**config.mk**
```make
export PLATFORM = sky130hd
export DESIGN_NAME = core_top
export DESIGN_NICKNAME = d
export VERILOG_FILES = /design/src/common/core_pkg.sv /design/src/decode/decode_stage.sv /design/src/decode/reg_file.sv /design/src/rtl/core_top.sv /design/src/rtl/execute_stage.sv /design/src/rtl/fetch_stage.sv /design/src/rtl/hazard_unit.sv /design/src/rtl/mem_stage.sv
export SDC_FILE = /design/constraint.sdc
export NUM_CORES = 2
export LEC_CHECK = 0
export BUFFER_PORTS_ARGS = -buffer_cell sky130_fd_sc_hd__buf_2
export CAP_MARGIN = 5
export CORE_MARGIN = 1.5
export CORE_UTILIZATION = 57
export DETAILED_ROUTE_END_ITERATION = 6
export PLACE_DENSITY = 0.77
export SLEW_MARGIN = 15
export SYNTH_ARGS = -nofsm -noshare
export SYNTH_HDL_FRONTEND = slang
export SYNTH_SLANG_ARGS = --single-unit
```
**constraint.sdc**
```tcl
create_clock -name clk -period 5.95 [get_ports clk]
set_clock_uncertainty 0.15 [all_clocks]
set_input_delay 0.8925 -clock clk [delete_from_list [all_inputs] [get_ports clk]]
set_output_delay 0.8925 -clock clk [all_outputs]
set_load 0.05 [all_outputs]
```
**src/common/core_pkg.sv**
```systemverilog
`default_nettype none

package core_pkg;

   typedef logic [31:0] word_t;
   typedef logic [4:0]  reg_idx_t;

   // Opcode field, zero decodes as NOP
   typedef enum logic [5:0] {
      NOP  = 6'd0,
      HALT = 6'd1,
      ADD  = 6'd2,
      SUB  = 6'd3,
      AND  = 6'd4,
      XOR  = 6'd5,
      ADDI = 6'd6,
      LDW  = 6'd7,
      LDH  = 6'd8,
      LDB  = 6'd9,
      STW  = 6'd10,
      STH  = 6'd11,
      STB  = 6'd12
   } op_t;

   typedef enum logic [1:0] {
      ALU_ADD = 2'd0,
      ALU_SUB = 2'd1,
      ALU_AND = 2'd2,
      ALU_XOR = 2'd3
   } alu_op_t;

   typedef enum logic [1:0] {
      GRAN_WORD = 2'd0,
      GRAN_HALF = 2'd1,
      GRAN_BYTE = 2'd2
   } gran_t;

   // Instruction field positions
   localparam int OP_LSB = 26;
   localparam int RS_LSB = 21;
   localparam int RT_LSB = 16;
   localparam int RD_LSB = 11;

   localparam int NUM_REGS = 32;
   localparam int PC_STEP  = 4;

   // Big-endian lane masks before the address shift
   localparam logic [3:0] LANE_WORD = 4'b1111;
   localparam logic [3:0] LANE_HALF = 4'b1100;
   localparam logic [3:0] LANE_BYTE = 4'b1000;

endpackage

`default_nettype wire

```
**src/decode/decode_stage.sv**
```systemverilog
`timescale 1ns/1ns
`default_nettype none

module decode_stage (
   input  wire logic            clk,
   input  wire logic            rst_n,
   input  core_pkg::word_t      if_id_inst_i,
   input  wire logic            bubble_i,
   input  core_pkg::word_t      rs_data_i,
   input  core_pkg::word_t      rt_data_i,
   output core_pkg::reg_idx_t   rs_o,
   output core_pkg::reg_idx_t   rt_o,
   output logic                 err_o,
   output logic                 id_halt_o,
   output core_pkg::op_t        ex_op_o,
   output core_pkg::alu_op_t    ex_alu_op_o,
   output core_pkg::gran_t      ex_gran_o,
   output core_pkg::word_t      ex_a_o,
   output core_pkg::word_t      ex_b_o,
   output core_pkg::word_t      ex_imm_o,
   output core_pkg::reg_idx_t   ex_rs_o,
   output core_pkg::reg_idx_t   ex_rt_o,
   output core_pkg::reg_idx_t   ex_rd_o,
   output logic                 ex_load_o,
   output logic                 ex_store_o,
   output logic                 ex_wr_o,
   output logic                 ex_halt_o
);

   import core_pkg::*;

   op_t      op;
   op_t      dec_op;
   logic     illegal;
   alu_op_t  alu_op;
   gran_t    gran;
   logic     use_rd;
   logic     is_load;
   logic     is_store;
   logic     is_wr;
   reg_idx_t dest;
   word_t    imm;

   assign rs_o = if_id_inst_i[RS_LSB +: 5];
   assign rt_o = if_id_inst_i[RT_LSB +: 5];
   assign imm  = {{16{if_id_inst_i[15]}}, if_id_inst_i[15:0]};

   //////////////////////////////////////////////////////////////////////
   // Opcode decode
   //////////////////////////////////////////////////////////////////////

   always_comb begin
      op      = op_t'(if_id_inst_i[OP_LSB +: 6]);
      illegal = 1'b0;
      alu_op  = ALU_ADD;
      gran    = GRAN_WORD;
      case (op)
         NOP, HALT, ADD, ADDI, LDW, STW: begin
         end
         SUB: alu_op = ALU_SUB;
         AND: alu_op = ALU_AND;
         XOR: alu_op = ALU_XOR;
         LDH, STH: gran = GRAN_HALF;
         LDB, STB: gran = GRAN_BYTE;
         default: illegal = 1'b1;
      endcase
      use_rd   = op inside {ADD, SUB, AND, XOR};
      is_load  = op inside {LDW, LDH, LDB};
      is_store = op inside {STW, STH, STB};
      is_wr    = use_rd || is_load || op == ADDI;
      // Undefined opcodes travel on as NOP
      dec_op   = illegal ? NOP : op;
      // rd for register format, rt otherwise
      if (!is_wr) begin
         dest = '0;
      end else if (use_rd) begin
         dest = if_id_inst_i[RD_LSB +: 5];
      end else begin
         dest = if_id_inst_i[RT_LSB +: 5];
      end
   end

   assign id_halt_o = op == HALT;

   // Stalled copy of the same instruction is not counted twice
   assign err_o = illegal && !bubble_i;

   //////////////////////////////////////////////////////////////////////
   // ID/EX register
   //////////////////////////////////////////////////////////////////////

   always_ff @(posedge clk or negedge rst_n) begin
      if (!rst_n) begin
         ex_op_o    <= NOP;
         ex_rd_o    <= '0;
         ex_load_o  <= 1'b0;
         ex_store_o <= 1'b0;
         ex_wr_o    <= 1'b0;
         ex_halt_o  <= 1'b0;
      end else begin
         // Bubble enters as NOP
         ex_op_o    <= bubble_i ? NOP : dec_op;
         ex_rd_o    <= bubble_i ? '0 : dest;
         ex_load_o  <= is_load && !bubble_i;
         ex_store_o <= is_store && !bubble_i;
         ex_wr_o    <= is_wr && !bubble_i;
         ex_halt_o  <= id_halt_o && !bubble_i;
      end
   end

   // Operands and fields
   always_ff @(posedge clk) begin
      ex_alu_op_o <= alu_op;
      ex_gran_o   <= gran;
      ex_a_o      <= rs_data_i;
      ex_b_o      <= rt_data_i;
      ex_imm_o    <= imm;
      ex_rs_o     <= rs_o;
      ex_rt_o     <= rt_o;
   end

   a_ld_st_excl : assert property (
      @(posedge clk) disable iff (!rst_n)
      !(ex_load_o && ex_store_o)
   ) else $error("ID/EX holds both load and store");

endmodule

`default_nettype wire

```
**src/decode/reg_file.sv**
```systemverilog
`timescale 1ns/1ns
`default_nettype none

module reg_file (
   input  wire logic          clk,
   input  wire logic          rst_n,
   input  core_pkg::reg_idx_t rs_i,
   input  core_pkg::reg_idx_t rt_i,
   input  core_pkg::reg_idx_t wr_idx_i,
   input  wire logic          wr_en_i,
   input  core_pkg::word_t    wr_data_i,
   output core_pkg::word_t    rs_data_o,
   output core_pkg::word_t    rt_data_o
);

   import core_pkg::*;

   word_t regs [NUM_REGS];

   // r0 never written, so it stays zero
   always_ff @(posedge clk or negedge rst_n) begin
      if (!rst_n) begin
         for (int i = 0; i < NUM_REGS; i++) begin
            regs[i] <= '0;
         end
      end else if (wr_en_i && wr_idx_i != '0) begin
         regs[wr_idx_i] <= wr_data_i;
      end
   end

   // Same-cycle write bypass
   assign rs_data_o = (wr_en_i && wr_idx_i != '0 && wr_idx_i == rs_i) ? wr_data_i : regs[rs_i];
   assign rt_data_o = (wr_en_i && wr_idx_i != '0 && wr_idx_i == rt_i) ? wr_data_i : regs[rt_i];

endmodule

`default_nettype wire

```
**src/rtl/core_top.sv**
```systemverilog
`timescale 1ns/1ns
`default_nettype none

module core_top (
   input  wire logic           clk,
   input  wire logic           rst_n,
   input  core_pkg::word_t     inst_i,
   output core_pkg::word_t     iaddr_o,
   input  core_pkg::word_t     data_i,
   output core_pkg::word_t     daddr_o,
   output logic [3:0]          we_o,
   output logic [3:0]          re_o,
   output core_pkg::word_t     data_o,
   output logic                err_o,
   output logic                halt_o
);

   import core_pkg::*;

   //////////////////////////////////////////////////////////////////////
   // Stage to stage wires
   //////////////////////////////////////////////////////////////////////

   logic     hold;
   logic     bubble;
   word_t    if_id_inst;

   reg_idx_t rs_idx;
   reg_idx_t rt_idx;
   word_t    rs_data;
   word_t    rt_data;
   logic     id_halt;

   // ID/EX
   op_t      ex_op;
   alu_op_t  ex_alu_op;
   gran_t    ex_gran;
   word_t    ex_a;
   word_t    ex_b;
   word_t    ex_imm;
   reg_idx_t ex_rs;
   reg_idx_t ex_rt;
   reg_idx_t ex_rd;
   logic     ex_load;
   logic     ex_store;
   logic     ex_wr;
   logic     ex_halt;

   // EX/MEM
   op_t      mem_op;
   gran_t    mem_gran;
   word_t    mem_addr;
   word_t    mem_wdata;
   reg_idx_t mem_rd;
   logic     mem_load;
   logic     mem_store;
   logic     mem_wr;
   logic     mem_halt;

   // MEM/WB
   reg_idx_t wb_idx;
   logic     wb_en;
   word_t    wb_data;
   logic     wb_halt;

   //////////////////////////////////////////////////////////////////////
   // Pipeline
   //////////////////////////////////////////////////////////////////////

   fetch_stage i_fetch (
      .clk          (clk),
      .rst_n        (rst_n),
      .hold_i       (hold),
      .inst_i       (inst_i),
      .iaddr_o      (iaddr_o),
      .if_id_inst_o (if_id_inst)
   );

   decode_stage i_decode (
      .clk          (clk),
      .rst_n        (rst_n),
      .if_id_inst_i (if_id_inst),
      .bubble_i     (bubble),
      .rs_data_i    (rs_data),
      .rt_data_i    (rt_data),
      .rs_o         (rs_idx),
      .rt_o         (rt_idx),
      .err_o        (err_o),
      .id_halt_o    (id_halt),
      .ex_op_o      (ex_op),
      .ex_alu_op_o  (ex_alu_op),
      .ex_gran_o    (ex_gran),
      .ex_a_o       (ex_a),
      .ex_b_o       (ex_b),
      .ex_imm_o     (ex_imm),
      .ex_rs_o      (ex_rs),
      .ex_rt_o      (ex_rt),
      .ex_rd_o      (ex_rd),
      .ex_load_o    (ex_load),
      .ex_store_o   (ex_store),
      .ex_wr_o      (ex_wr),
      .ex_halt_o    (ex_halt)
   );

   reg_file i_reg_file (
      .clk       (clk),
      .rst_n     (rst_n),
      .rs_i      (rs_idx),
      .rt_i      (rt_idx),
      .wr_idx_i  (wb_idx),
      .wr_en_i   (wb_en),
      .wr_data_i (wb_data),
      .rs_data_o (rs_data),
      .rt_data_o (rt_data)
   );

   hazard_unit i_hazard (
      .clk          (clk),
      .rst_n        (rst_n),
      .rs_i         (rs_idx),
      .rt_i         (rt_idx),
      .id_ex_load_i (ex_load),
      .id_ex_rd_i   (ex_rd),
      .id_halt_i    (id_halt),
      .wb_halt_i    (wb_halt),
      .hold_o       (hold),
      .bubble_o     (bubble),
      .halt_o       (halt_o)
   );

   execute_stage i_execute (
      .clk         (clk),
      .rst_n       (rst_n),
      .ex_op_i     (ex_op),
      .ex_alu_op_i (ex_alu_op),
      .ex_gran_i   (ex_gran),
      .ex_a_i      (ex_a),
      .ex_b_i      (ex_b),
      .ex_imm_i    (ex_imm),
      .ex_rs_i     (ex_rs),
      .ex_rt_i     (ex_rt),
      .ex_rd_i     (ex_rd),
      .ex_load_i   (ex_load),
      .ex_store_i  (ex_store),
      .ex_wr_i     (ex_wr),
      .ex_halt_i   (ex_halt),
      .wb_idx_i    (wb_idx),
      .wb_en_i     (wb_en),
      .wb_data_i   (wb_data),
      .mem_op_o    (mem_op),
      .mem_gran_o  (mem_gran),
      .mem_addr_o  (mem_addr),
      .mem_wdata_o (mem_wdata),
      .mem_rd_o    (mem_rd),
      .mem_load_o  (mem_load),
      .mem_store_o (mem_store),
      .mem_wr_o    (mem_wr),
      .mem_halt_o  (mem_halt)
   );

   mem_stage i_mem (
      .clk         (clk),
      .rst_n       (rst_n),
      .mem_op_i    (mem_op),
      .mem_gran_i  (mem_gran),
      .mem_addr_i  (mem_addr),
      .mem_wdata_i (mem_wdata),
      .mem_rd_i    (mem_rd),
      .mem_load_i  (mem_load),
      .mem_store_i (mem_store),
      .mem_wr_i    (mem_wr),
      .mem_halt_i  (mem_halt),
      .data_i      (data_i),
      .daddr_o     (daddr_o),
      .data_o      (data_o),
      .we_o        (we_o),
      .re_o        (re_o),
      .wb_idx_o    (wb_idx),
      .wb_en_o     (wb_en),
      .wb_data_o   (wb_data),
      .wb_halt_o   (wb_halt)
   );

endmodule

`default_nettype wire

```
**src/rtl/execute_stage.sv**
```systemverilog
`timescale 1ns/1ns
`default_nettype none

module execute_stage (
   input  wire logic          clk,
   input  wire logic          rst_n,
   input  core_pkg::op_t      ex_op_i,
   input  core_pkg::alu_op_t  ex_alu_op_i,
   input  core_pkg::gran_t    ex_gran_i,
   input  core_pkg::word_t    ex_a_i,
   input  core_pkg::word_t    ex_b_i,
   input  core_pkg::word_t    ex_imm_i,
   input  core_pkg::reg_idx_t ex_rs_i,
   input  core_pkg::reg_idx_t ex_rt_i,
   input  core_pkg::reg_idx_t ex_rd_i,
   input  wire logic          ex_load_i,
   input  wire logic          ex_store_i,
   input  wire logic          ex_wr_i,
   input  wire logic          ex_halt_i,
   input  core_pkg::reg_idx_t wb_idx_i,
   input  wire logic          wb_en_i,
   input  core_pkg::word_t    wb_data_i,
   output core_pkg::op_t      mem_op_o,
   output core_pkg::gran_t    mem_gran_o,
   output core_pkg::word_t    mem_addr_o,
   output core_pkg::word_t    mem_wdata_o,
   output core_pkg::reg_idx_t mem_rd_o,
   output logic               mem_load_o,
   output logic               mem_store_o,
   output logic               mem_wr_o,
   output logic               mem_halt_o
);

   import core_pkg::*;

   word_t a_fwd;
   word_t b_fwd;
   word_t op_b;
   word_t result;

   // EX/MEM first, MEM/WB next, r0 never forwarded
   function automatic word_t fwd(reg_idx_t idx, word_t reg_val);
      if (mem_wr_o && mem_rd_o != '0 && mem_rd_o == idx) begin
         return mem_addr_o;
      end else if (wb_en_i && wb_idx_i != '0 && wb_idx_i == idx) begin
         return wb_data_i;
      end
      return reg_val;
   endfunction

   always_comb begin
      a_fwd = fwd(ex_rs_i, ex_a_i);
      b_fwd = fwd(ex_rt_i, ex_b_i);
   end

   // ADDI and memory ops take the immediate
   assign op_b = (ex_op_i inside {ADD, SUB, AND, XOR}) ? b_fwd : ex_imm_i;

   always_comb begin
      case (ex_alu_op_i)
         ALU_SUB: result = a_fwd - op_b;
         ALU_AND: result = a_fwd & op_b;
         ALU_XOR: result = a_fwd ^ op_b;
         default: result = a_fwd + op_b;
      endcase
   end

   //////////////////////////////////////////////////////////////////////
   // EX/MEM register
   //////////////////////////////////////////////////////////////////////

   always_ff @(posedge clk or negedge rst_n) begin
      if (!rst_n) begin
         mem_op_o    <= NOP;
         mem_gran_o  <= GRAN_WORD;
         mem_rd_o    <= '0;
         mem_load_o  <= 1'b0;
         mem_store_o <= 1'b0;
         mem_wr_o    <= 1'b0;
         mem_halt_o  <= 1'b0;
      end else begin
         mem_op_o    <= ex_op_i;
         mem_gran_o  <= ex_gran_i;
         mem_rd_o    <= ex_wr_i ? ex_rd_i : '0;
         mem_load_o  <= ex_load_i;
         mem_store_o <= ex_store_i;
         mem_wr_o    <= ex_wr_i;
         mem_halt_o  <= ex_halt_i;
      end
   end

   // Result doubles as the memory address
   always_ff @(posedge clk) begin
      mem_addr_o  <= result;
      mem_wdata_o <= b_fwd;
   end

endmodule

`default_nettype wire

```
**src/rtl/fetch_stage.sv**
```systemverilog
`timescale 1ns/1ns
`default_nettype none

module fetch_stage (
   input  wire logic       clk,
   input  wire logic       rst_n,
   input  wire logic       hold_i,
   input  core_pkg::word_t inst_i,
   output core_pkg::word_t iaddr_o,
   output core_pkg::word_t if_id_inst_o
);

   import core_pkg::*;

   // PC and IF/ID move together, both frozen under hold
   always_ff @(posedge clk or negedge rst_n) begin
      if (!rst_n) begin
         iaddr_o      <= '0;
         // All-zero word is a NOP
         if_id_inst_o <= '0;
      end else if (!hold_i) begin
         iaddr_o      <= iaddr_o + word_t'(PC_STEP);
         if_id_inst_o <= inst_i;
      end
   end

   a_pc_aligned : assert property (
      @(posedge clk) disable iff (!rst_n)
      iaddr_o[1:0] == 2'b00
   ) else $error("fetch address not word-aligned");

endmodule

`default_nettype wire

```
**src/rtl/hazard_unit.sv**
```systemverilog
`timescale 1ns/1ns
`default_nettype none

module hazard_unit (
   input  wire logic          clk,
   input  wire logic          rst_n,
   input  core_pkg::reg_idx_t rs_i,
   input  core_pkg::reg_idx_t rt_i,
   input  wire logic          id_ex_load_i,
   input  core_pkg::reg_idx_t id_ex_rd_i,
   input  wire logic          id_halt_i,
   input  wire logic          wb_halt_i,
   output logic               hold_o,
   output logic               bubble_o,
   output logic               halt_o
);

   typedef enum logic [1:0] {
      RUN    = 2'd0,
      DRAIN  = 2'd1,
      HALTED = 2'd2
   } state_t;

   state_t state;
   state_t state_nxt;
   logic   load_use;

   // Load result not ready for the instruction right behind it
   assign load_use = id_ex_load_i && id_ex_rd_i != '0 &&
                     (id_ex_rd_i == rs_i || id_ex_rd_i == rt_i);

   //////////////////////////////////////////////////////////////////////
   // Halt FSM
   //////////////////////////////////////////////////////////////////////

   always_comb begin
      state_nxt = state;
      case (state)
         // HALT leaves ID only when it is not being stalled
         RUN:     if (id_halt_i && !load_use) state_nxt = DRAIN;
         DRAIN:   if (wb_halt_i) state_nxt = HALTED;
         default: state_nxt = HALTED;
      endcase
   end

   always_ff @(posedge clk or negedge rst_n) begin
      if (!rst_n) begin
         state <= RUN;
      end else begin
         state <= state_nxt;
      end
   end

   // Once draining, HALT sits in IF/ID and only NOPs go down
   assign bubble_o = load_use || state != RUN;
   assign hold_o   = bubble_o || id_halt_i;
   assign halt_o   = state == HALTED;

   a_halt_sticky : assert property (
      @(posedge clk) disable iff (!rst_n)
      state == HALTED |=> state == HALTED
   ) else $error("left HALTED without reset");

endmodule

`default_nettype wire

```
**src/rtl/mem_stage.sv**
```systemverilog
`timescale 1ns/1ns
`default_nettype none

module mem_stage (
   input  wire logic          clk,
   input  wire logic          rst_n,
   input  core_pkg::op_t      mem_op_i,
   input  core_pkg::gran_t    mem_gran_i,
   input  core_pkg::word_t    mem_addr_i,
   input  core_pkg::word_t    mem_wdata_i,
   input  core_pkg::reg_idx_t mem_rd_i,
   input  wire logic          mem_load_i,
   input  wire logic          mem_store_i,
   input  wire logic          mem_wr_i,
   input  wire logic          mem_halt_i,
   input  core_pkg::word_t    data_i,
   output core_pkg::word_t    daddr_o,
   output core_pkg::word_t    data_o,
   output logic [3:0]         we_o,
   output logic [3:0]         re_o,
   output core_pkg::reg_idx_t wb_idx_o,
   output logic               wb_en_o,
   output core_pkg::word_t    wb_data_o,
   output logic               wb_halt_o
);

   import core_pkg::*;

   logic [1:0] ofs;
   logic [3:0] lanes;
   word_t      st_data;
   word_t      ld_data;
   logic       wb_load;
   word_t      wb_result;
   word_t      wb_ld_data;

   assign ofs = mem_addr_i[1:0];

   // Big-endian lanes, narrow data aligned to the top then shifted
   always_comb begin
      case (mem_gran_i)
         GRAN_HALF: begin
            lanes   = LANE_HALF >> ofs;
            st_data = {mem_wdata_i[15:0], 16'h0000} >> {ofs, 3'b000};
            ld_data = data_i & 32'h0000_ffff;
         end
         GRAN_BYTE: begin
            lanes   = LANE_BYTE >> ofs;
            st_data = {mem_wdata_i[7:0], 24'h00_0000} >> {ofs, 3'b000};
            ld_data = data_i & 32'h0000_00ff;
         end
         default: begin
            lanes   = LANE_WORD;
            st_data = mem_wdata_i;
            ld_data = data_i;
         end
      endcase
   end

   assign daddr_o = mem_addr_i;
   assign data_o  = st_data;
   assign we_o    = mem_store_i ? lanes : 4'b0000;
   assign re_o    = mem_load_i ? lanes : 4'b0000;

   //////////////////////////////////////////////////////////////////////
   // MEM/WB register
   //////////////////////////////////////////////////////////////////////

   always_ff @(posedge clk or negedge rst_n) begin
      if (!rst_n) begin
         wb_idx_o  <= '0;
         wb_en_o   <= 1'b0;
         wb_load   <= 1'b0;
         wb_halt_o <= 1'b0;
      end else begin
         wb_idx_o  <= mem_rd_i;
         wb_en_o   <= mem_wr_i;
         wb_load   <= mem_load_i;
         wb_halt_o <= mem_halt_i;
      end
   end

   always_ff @(posedge clk) begin
      wb_result  <= mem_addr_i;
      wb_ld_data <= ld_data;
   end

   assign wb_data_o = wb_load ? wb_ld_data : wb_result;

   // Store flag from decode must match a store opcode here
   a_store_op : assert property (
      @(posedge clk) disable iff (!rst_n)
      mem_store_i |-> mem_op_i inside {STW, STH, STB}
   ) else $error("store flag on a non-store opcode");

endmodule

`default_nettype wire

```
==> flow_summary.json <==
{
  "status": "finished, final reports clean",
  "clk_pin_slew_ns": 0.06,
  "grt_use_met2_pct": 53.4,
  "rows": 125,
  "wl_per_cell_um": 27.2,
  "layout.cells.non_filler": 7540,
  "worstPathRequired_ns": 6.40,
  "cp-start-kind": "flop",
  "switching_share_pct": 38.4,
  "crit_arrival_ns": 6.18,
  "power.share.clock_pct": 30.1,
  "combinationalPowerShare_pct": 33.9,
  "async_reset_ff_share_pct": 83.5,
  "ys_ff_latch": 1343,
  "ys_seq_area_share_pct": 48.2,
  "pre_cts_slack_ns": 0.112,
  "utilization_pct": 64.0,
  "layout_commonest_cell": "dfrtp_1",
  "p_int_w": 0.0189,
  "grt_use_met3_pct": 9.25,
  "routed_wl_um": 205000,
  "finalCriticalPeriod_ns": 5.72,
  "worst-path-max-fanout": 10,
  "layout-drive-gt1-share_pct": 22.5,
  "seqCellArea_sq_mm": 0.0325,
  "grt_max_degree": 165,
  "drc": 0,
  "syn_to_final_growth_pct": 10.9,
  "vias_per_cell": 6.68,
  "p_leak_nw": 32.1,
  "cts_tree": "done",
  "setup_viol": 0,
  "synth_ff_type": "dfrtp_1",
  "rsz0062_at_grt": "true",
  "criticalPathCategory": "reg2reg",
  "fin_nets": 6032,
  "clock-sinks": 1343,
  "grtUsageTotal_pct": 34.5,
  "coreArea_sq_mm": 0.117,
  "cts-root-buf": "clkbuf_16",
  "antenna_found_initial": 6,
  "hold_viol": 0,
  "grt_pass1_vias": 50769,
  "pwr-share-seq_pct": 36.1,
  "setup_slack_ns": 0.226,
  "place_inst": 7281,
  "io_buffers": 169,
  "syn-instance-count": 6010,
  "cts_max_path_buffers": 3,
  "worstMarginPinSlew_ns": 1.24,
  "p_sw_w": 0.0117,
  "hold_path_class": "in2async",
  "max_freq_ghz": 0.175,
  "post-route-period-util_pct": 96.2,
  "insertion_delay_ns": 0.77,
  "synth.distinct_cells": 80,
  "cts_hold_buf": 0,
  "htreeDepth": 4,
  "final_cell_mix": "dfrtp_1 (1110), nand2_1 (785), o21ai_0 (758)",
  "routabilityCongestion": 0.969,
  "die_h_um": 347,
  "grt_pass1_wl_um": 312000,
  "cap_viol_max_count": 0,
  "synth_edf_count": 0,
  "synth_warnings": 0,
  "relSlewSlack_pct": 17.2,
  "io_pins": 172,
  "multi_input_area_sq_mm": 0.0330,
  "slew_viol_final": 0,
  "overflow": 0,
  "ir_worst_vdd_v": 0.000339,
  "first_pass_iters": 6,
  "start_util_pct": 57.7,
  "synthesis.area_sq_mm": 0.0674,
  "n_fill_cell": 8432,
  "finalPower_w": 0.0306,
  "dp.final_hpwl_um": 124000,
  "power_density_mw_per_mm2": 410,
  "dr.first_iter.drc_count": 6183,
  "vias": 50378,
  "ant_nets": 0,
  "met1_usage_pct": 45.8,
  "numCtsBuffers": 138,
  "gr-max-usage-layer": "met2",
  "die_w_um": 347,
  "synth_area_per_cell_sq_um": 11.2,
  "worstSetupEndpointType": "flop",
  "die_area_sq_mm": 0.120
}
[repair_timing]
| item | in CTS | in global routing |
|---|---|---|
| gates resized for setup | 0 | 10 |
| setup endpoints to repair | 0 | 8 |
| setup buffers | 0 | 1 |
[sequential cells by signal (all words and copies together), names as in the netlist, 2 cells and up]
| signal | count |
|---|---|
| i_fetch.if_id_inst_o | 32 |
| i_reg_file.regs | 1024 |
| i_decode.ex_gran_o | 2 |
| i_mem.wb_ld_data | 32 |
| i_execute.mem_gran_o | 2 |
| i_execute.mem_wdata_o | 32 |
| i_hazard.state | 2 |
| i_mem.wb_idx_o | 5 |
| i_decode.ex_imm_o | 16 |
| i_decode.ex_rt_o | 5 |
| i_decode.ex_alu_op_o | 2 |
| i_decode.ex_rs_o | 5 |
| i_decode.ex_rd_o | 5 |
| i_decode.ex_a_o | 32 |
| i_decode.ex_op_o | 5 |
| i_execute.mem_rd_o | 5 |
| i_fetch.iaddr_o | 30 |
| i_mem.wb_result | 32 |
| i_decode.ex_b_o | 32 |
| i_execute.mem_addr_o | 32 |
[routing by layer]
layer | wire (um) | up-vias
met5 | 27 | -
met4 | 10600 | 4
met3 | 23900 | 652
met2 | 94000 | 2998
met1 | 76500 | 25215
li1 | - | 21509
[kinds of logic (layout without fill, tap and decap cells)]
logic type / count (synthesis) / after routing / synth area share [%]
muxes: 740 / 740 / 23.0
xor gates and xnor gates: 128 / 128 / 1.66
DFF: 1343 / 1343 / 48.2
buffers and inverters: 623 / 624 / 3.57
AOI/OAI and AO/OA: 1520 / 1520 / 12.3
and+or+nand+nor: 1587 / 1587 / 10.0
adders and majority gates: 68 / 68 / 1.27
other: 1 / 6 / 0.00557
[path summary, 6_finish.rpt]
| path | from | endpoint | slack [ns] | cells past startpoint |
|---|---|---|---|---|
| max reg2reg | i_execute.mem_rd_o[1]$_DFF_PN0_ | i_execute.mem_addr_o[27]$_DFF_P_ | 0.23 | 23 |
| min | rst_n | i_decode.ex_rd_o[3]$_DFF_PN0_ | 0.009 | 1 |
| max | i_execute.mem_rd_o[1]$_DFF_PN0_ | i_execute.mem_addr_o[27]$_DFF_P_ | 0.23 | 23 |
| min in group clk | data_i[6] | i_mem.wb_ld_data[6]$_DFF_P_ | 0.09 | 1 |
| min reg2reg | i_decode.ex_gran_o[1]$_SDFF_PN0_ | i_execute.mem_gran_o[1]$_DFF_PN0_ | 0.18 | 0 |
| max in group asynchronous | rst_n | i_reg_file.regs[711]$_DFFE_PN0P_ | 4.11 | 2 |
[critical path, stage by stage, from the launching register on]
cell	delay, ns
dfrtp_1	0.42
or4_4	0.58
o21a_4	0.26
nand3_2	0.14
buf_4	0.20
o21ai_0	0.15
o31a_1	0.38
nor4_2	0.36
buf_4	0.20
and2_1	0.21
nor2_1	0.08
xnor2_1	0.13
ha_1	0.36
and3_1	0.20
a21oi_1	0.17
a21oi_2	0.10
nor3_1	0.25
a211oi_2	0.09
buf_4	0.16
a311oi_1	0.41
nor2_1	0.10
nor2b_1	0.22
xnor2_1	0.14
o21ai_0	0.09
[synth_stat cells, drive strengths merged, types with 42 or more instances]
library cell / number / area (sq um)
a21oi: 541 / 2710
a211oi: 69 / 518
nor2: 499 / 1880
inv: 43 / 161
dfxtp: 222 / 4440
mux2: 42 / 473
mux2i: 58 / 581
clkbuf: 504 / 1890
xnor2: 80 / 701
xor2: 48 / 420
ha: 67 / 838
o21ai: 763 / 3830
nand2: 800 / 3000
buf: 76 / 350
nor2b: 93 / 582
mux4: 640 / 14400
dfrtp: 1121 / 28100
[final cells by class]
type	instances	area share, %
multi-input combinational	4047	44.2
clock buffer	205	5.59
tap	1524	2.55
clock inverter	51	0.914
sequential	1343	43.6
timing repair buffer	325	3.01
inverter	43	0.216
antenna	2	0.00670
[metrics by stage]
stage	area, sq um	TNS [ns]	hold slack, ns
floorplan	67400	0	0.166
global placement	69800	0	0.172
detailed placement	69800	0	0.174
CTS	74600	0	0.0358
global route	74700	-0.0416	0.0634
finish	74700	0	0.00857
[power groups by stage]
stage | Clock, W | Sequential (W) | Combinational (W)
after floorplan | 0 | 0.0107 | 0.00703
after global placement | 0 | 0.0111 | 0.0101
after detailed placement | 0 | 0.0112 | 0.0101
after CTS | 0.00925 | 0.0110 | 0.0102
after global routing | 0.00960 | 0.0111 | 0.0109
final | 0.00920 | 0.0110 | 0.0104
(Power assumes the default switching activity.)
